$ cat src/logic/icache_pkg.sv
/* icache package
   address split, word and tag-entry types shared by the cache and its memory path */
`default_nettype none

package icache_pkg;

  parameter int ADDR_BITS  = 20;  // byte address, 1 MB space
  parameter int INDEX_BITS = 8;   // addr[9:2]
  parameter int TAG_BITS   = 10;  // addr[19:10]
  parameter int WAYS       = 4;
  parameter int WORD_BITS  = 32;

  typedef logic [ADDR_BITS-1:0]  addr_t;
  typedef logic [INDEX_BITS-1:0] index_t;
  typedef logic [1:0]            way_t;   // 0 = A .. 3 = D
  typedef logic [1:0]            age_t;   // 0 = most recently used
  typedef logic [WORD_BITS-1:0]  word_t;

  // one tag RAM word, 13 bits
  typedef struct packed {
    logic                valid;
    age_t                age;
    logic [TAG_BITS-1:0] tag;
  } tag_entry_t;

endpackage

`default_nettype wire

$ cat src/logic/refill_ctrl.sv
/* refill controller
   issues one main-memory read per refill request and returns the word as a fetch pulse */
`default_nettype none

module refill_ctrl #(
  parameter int MEM_LATENCY = 3,
  parameter int MEM_WORDS   = 1024
) (
  input  logic                         CLK,
  input  logic                         rst_n,
  input  logic                         refill_req,
  input  icache_pkg::addr_t            refill_addr,
  output logic                         mem_rd_en,
  output logic [$clog2(MEM_WORDS)-1:0] mem_rd_addr,
  input  icache_pkg::word_t            mem_rd_data,
  output logic                         fetch,
  output icache_pkg::word_t            write_data
);

  localparam int CNT_BITS = $clog2(MEM_LATENCY + 1);

  logic                busy;  // read in flight
  logic [CNT_BITS-1:0] cnt;   // cycles left until read data shows

  // read goes out in the request cycle, one request at a time
  assign mem_rd_en   = refill_req && !busy;
  assign mem_rd_addr = refill_addr[2 +: $clog2(MEM_WORDS)];  // word index, wraps at MEM_WORDS

  always_ff @(posedge CLK or negedge rst_n) begin
    if (!rst_n) begin
      busy       <= 1'b0;
      cnt        <= '0;
      fetch      <= 1'b0;
      write_data <= '0;
    end else begin
      fetch <= 1'b0;
      if (mem_rd_en) begin
        busy <= 1'b1;
        cnt  <= CNT_BITS'(MEM_LATENCY - 1);
      end else if (busy) begin
        if (cnt == '0) begin
          busy       <= 1'b0;
          fetch      <= 1'b1;         // MEM_LATENCY+1 after refill_req
          write_data <= mem_rd_data;
        end else begin
          cnt <= cnt - 1'b1;
        end
      end
    end
  end

endmodule

`default_nettype wire

$ cat config.mk
export PLATFORM = sky130hd
export DESIGN_NAME = refill_ctrl
export DESIGN_NICKNAME = d
export VERILOG_FILES = /design/src/logic/icache_pkg.sv /design/src/logic/refill_ctrl.sv
export SDC_FILE = /design/constraint.sdc
export NUM_CORES = 1
export LEC_CHECK = 0
export BUFFER_PORTS_ARGS = -buffer_cell sky130_fd_sc_hd__buf_2
export CORE_ASPECT_RATIO = 1.4
export CORE_MARGIN = 5
export CORE_UTILIZATION = 45
export DETAILED_ROUTE_END_ITERATION = 16
export HOLD_SLACK_MARGIN = 0.15
export PLACE_DENSITY = 0.84
export SLEW_MARGIN = 5
export SYNTH_ARGS = -nofsm -noshare
export SYNTH_HDL_FRONTEND = slang
export SYNTH_SLANG_ARGS = --single-unit
$ cat constraint.sdc
create_clock -name CLK -period 2.4 [get_ports CLK]
set_input_delay 0.6 -clock CLK [delete_from_list [all_inputs] [get_ports CLK]]
set_output_delay 0.6 -clock CLK [all_outputs]
set_load 0.005 [all_outputs]
== After elaboration in Yosys (flattened, before gate mapping) ==
Index checks and enable logic that the tools add are counted.

* Register bits: 36
* Bits in latches: 0
* Memory bits (writable): 0
* Memory bits (read-only): 0
* Bits of input ports: 55
* Output and inout bits: 44
* Logic and storage cells: 22
* Memories: 0

* $add $sub $neg: 1
* Multiply operators: 0
* Divide/modulo/power cells: 0
* $lt $le $gt $ge: 0
* Equal/unequal tests: 1
* Shift operators: 0
* Muxes and demuxes: 9
* Bitwise operators: 1
* Reductions and logical operators: 6

{| class="wikitable"
|+ Operator list
! cell !! count
|-
| 2-to-1 mux 1 bit || 6
|-
| 2-to-1 mux 2 bit || 3
|-
| AND reduction 3 bit || 1
|-
| zero test 2 bit || 1
|-
| != test 2 bit (second input constant) || 1
|-
| AND reduction 2 bit || 1
|-
| nonzero test 2 bit || 1
|-
| subtractor 2 x 1 -> 2 bit (second input constant) || 1
|-
| logical AND 1 bit || 1
|-
| zero test 1 bit || 1
|-
| NOT 1 bit || 1
|}

== Depth between registers and ports, before layout ==
* Word-level depth: 4
* Gate-level depth with buffers: 5
* Mapped depth without buffers: 5

== Worst setup path before layout ==
OpenSTA, ideal clock, no wires.

* Path type: input-to-output
* Start point: in refill_req
* End point: out mem_rd_en
* Data arrival time: 0.743 ns
* Required time: 1.800 ns
* Setup slack: 1.057 ns
* Cell stages on the path: 1
* Buffers on the path: 0
* Cell sequence: and2b_1

* Word-level cells in the longest chain between the ends: 1

{| class="wikitable"
|+ Ends and longest elaborated chain
! item !! line !! text
|-
| start, declared || refill_ctrl.sv:11 || <nowiki>input logic refill_req,</nowiki>
|-
| logical AND 1 bit || refill_ctrl.sv:26 || <nowiki>assign mem_rd_en = refill_req && !busy;</nowiki>
|-
| end, declared || refill_ctrl.sv:13 || <nowiki>output logic mem_rd_en,</nowiki>
|}

Every way passes these cells.

== Final worst setup path ==
* Start point: reg cnt[0]
* End point: reg write_data[8]

* Word-level cells in the longest chain between the ends: 2

{| class="wikitable"
|+ Ends and longest elaborated chain
! item !! line !! text
|-
| start, declared || refill_ctrl.sv:23 || <nowiki>logic [CNT_BITS-1:0] cnt;</nowiki>
|-
| start signal, assigned || refill_ctrl.sv:39 || <nowiki>cnt <= CNT_BITS'(MEM_LATENCY - 1);</nowiki>
|-
| start signal, assigned || refill_ctrl.sv:46 || <nowiki>cnt <= cnt - 1'b1;</nowiki>
|-
| zero test 2 bit || refill_ctrl.sv:41 || <nowiki>if (cnt == '0) begin</nowiki>
|-
| AND reduction 3 bit (no source line) || -- ||
|-
| end signal, assigned || refill_ctrl.sv:44 || <nowiki>write_data <= mem_rd_data;</nowiki>
|-
| end, declared || refill_ctrl.sv:17 || <nowiki>output icache_pkg::word_t write_data</nowiki>
|}

Every way passes these cells.
A chain may end at the register's enable or synchronous reset.

==> flow_summary_export.csv <==
group,metric,value,unit
cts,postCtsHoldBufs,0,
cts,cts_inserted_buffers,5,
route,totalWireLength,3030,µm
cells_and_area,drive_above_1_share,0.6903,
die,die_width,59.75,µm
hold_path,hold_path_class,"in2async",
die,core_area,3378,µm²
die,rows,25,
critical_path,slowest_delay,470,ps
cts,cts_resized,0,
die,die_area,4758,µm²
critical_path,r2r_cells,4,
synth,yosysWarnings,0,
sta,finalMaxSlewViolations,0,
grt,grt_pass1_vias,1097,
sta,fmax,617.2,MHz
grt,overflow,0,
route,routedWlPerCell,15.54,µm
critical_path,critPathKind,"reg2reg",
route,drtAntennaViolNets,0,
cts,post_cts_buffers,0,
sta,fin_ws,779.8,ps
synth,synth.avg_cell_area,16.95,µm²
place,gp_congestion,0.6915,
critical_path,cp.arrival,1780,ps
sta,slew_headroom,0.4886,
grt,grt_pass1_wl,4905,µm
grt,antenna_found_initial,0,
sta,fin_tns_setup,0,ps
flow_run,maxCapViolations,0,
cts,cts_tree,"done",
sta,fin_crit_sh,0.6751,
place,hpwl,2271,µm
cells_and_area,num_antenna_cells,0,
place,io_buffers,68,
cts,cts-root-buf,"clkbuf_8",
cts,cts_max_level,2,
die,initial_core_util,0.4615,
synth,netlist_area,1559,µm²
critical_path,cp-end-kind,"register",
sta,skew,3.075,ps
route,drtIter0Drc,17,
sta,finalHoldViolCount,0,
route,vias,936,
critical_path,crit_fanout,34,
cells_and_area,nNetsFinal,210,
synth,synth_seq_area_share,0.5778,
sta,timing_worst_slew_pin_value,767.1,ps
power_and_ir_drop,ir_worst_vdd,0.8182,mV
power_and_ir_drop,leakagePower,1.077,nW
cells_and_area,area_growth,23.84,%
die,io_pins,99,
cts,clk_latency,270,ps
synth,yosysUniqueCellTypes,13,
grt,grt_max_degree,37,
sta,rsz0062_at_grt,"no",
cts,clock_path_buffers,2,
cts,clock_sinks,36,
synth,syn_nets,148,
critical_path,startpoint_type,"register",
route,via_per_inst,4.800,
critical_path,worstPathRequired,2560,ps
status,run_status,"completed",
critical_path,crit_chain,"inv_1, ha_1, nand2_4, mux2_2",
power_and_ir_drop,p_per_area,1396,nW/µm²
critical_path,critPathSlowestCell,"nand2_4",
cells_and_area,fill_cells,298,
sta,setup_viol,0,
grt,track_usage,0.1386,
place,place_ws,764.2,ps
die,die_h,79.65,µm
cts,clk_pin_slew_worst_paths,70,ps
synth,synthCells,92,
route,dr.pass1.iters,2,
synth,synth-seq-cells,36,
route,route.detailed.drc,0,
sta,period_minus_slack,1620,ps
## layout by cell type (no fill, tap or decap), drive strengths merged
master,instances
dfrtp,36
buf,68
clkbuf,8
o22a,1
mux2i,1
nand2,1
and2b,1
o21a,1
or2b,1
ha,1
inv,4
mux2,32
## flip-flops by register name (all words and copies together), names as in the netlist
name,cells
fetch,1
cnt,2
write_data,32
busy,1
## critical path, delay by kind of cell (launching register included)
family                   cells  cell delay [ps]
AND/OR/NAND/NOR              1              470
multiplexers                 1              400
flip-flops                   1              320
adder cells (fa/ha/maj)      1              250
buffers and inverters        1               60
## routing by layer
metal,routed length [µm],track usage,vias up
li1,-,-,423
met1,993,0.1333,447
met2,1655,0.2424,54
met3,289,0.03560,12
met4,92,0.1020,0
met5,0,0,-
## path summary, 6_finish.rpt
kind | startpoint | end | slack, ps
max in group asynchronous | rst_n | write_data[0] | 1510
hold reg to reg | write_data[11] | write_data[11] | 500
setup reg to reg | cnt[0] | write_data[8] | 780
min in group CLK | write_data[11] | write_data[11] | 500
hold / removal | rst_n | write_data[15] | 400
setup / recovery | cnt[0] | write_data[8] | 780
## final cells by class
cell class | instances | area, µm² | share of cell area
flip-flops and latches | 36 | 900.9 | 0.4666
multi-input cells | 39 | 534.3 | 0.2767
repair buffers | 68 | 340.3 | 0.1763
clock buffers | 8 | 90.09 | 0.04666
well taps | 40 | 50.05 | 0.02592
inverters | 4 | 15.01 | 0.007777
## cell usage after synthesis
master    n  share of area
dfrtp_1  36           0.58
mux2_4   29           0.28
buf_4    10          0.048
inv_1     4         0.0096
buf_6     3          0.022
mux2_2    3          0.022
and2b_1   1         0.0048
ha_1      1         0.0080
mux2i_1   1         0.0064
nand2_4   1         0.0072
o21a_1    1         0.0048
o22a_1    1         0.0056
or2b_1    1         0.0048
## stage by stage
| stage | hold WS (ps) | utilization | cells | cell area, µm² | power, mW |
|---|---|---|---|---|---|
| 6_report | 398.9 | 0.5715 | 195 | 1931 | 2.696 |
| 4_1_cts | 414.1 | 0.5715 | 195 | 1931 | 2.748 |
| 5_1_grt | 471.0 | 0.5715 | 195 | 1931 | 2.887 |
| 3_3_place_gp | 484.6 | 0.5448 | 187 | 1841 | 2.238 |
| 2_1_floorplan | 304.4 | - | 92 | 1559 | 1.908 |
| 3_5_place_dp | 487.0 | 0.5448 | 187 | 1841 | 2.305 |
## cells by family (layout without fill, tap and decap cells)
logic type	after synthesis	after routing	share of synthesized area
buf+inv	17	80	0.07945
flops	36	36	0.5778
simple gates	3	3	0.01686
fa+ha+maj	1	1	0.008024
compound gates	2	2	0.01044
mux	33	33	0.3074
## power breakdown
part	internal, mW	switching, mW
Clock	0.234	0.183
Combinational	0.766	0.429
Sequential	0.923	0.160
Total	1.92	0.773
(Power assumes the default switching activity.)
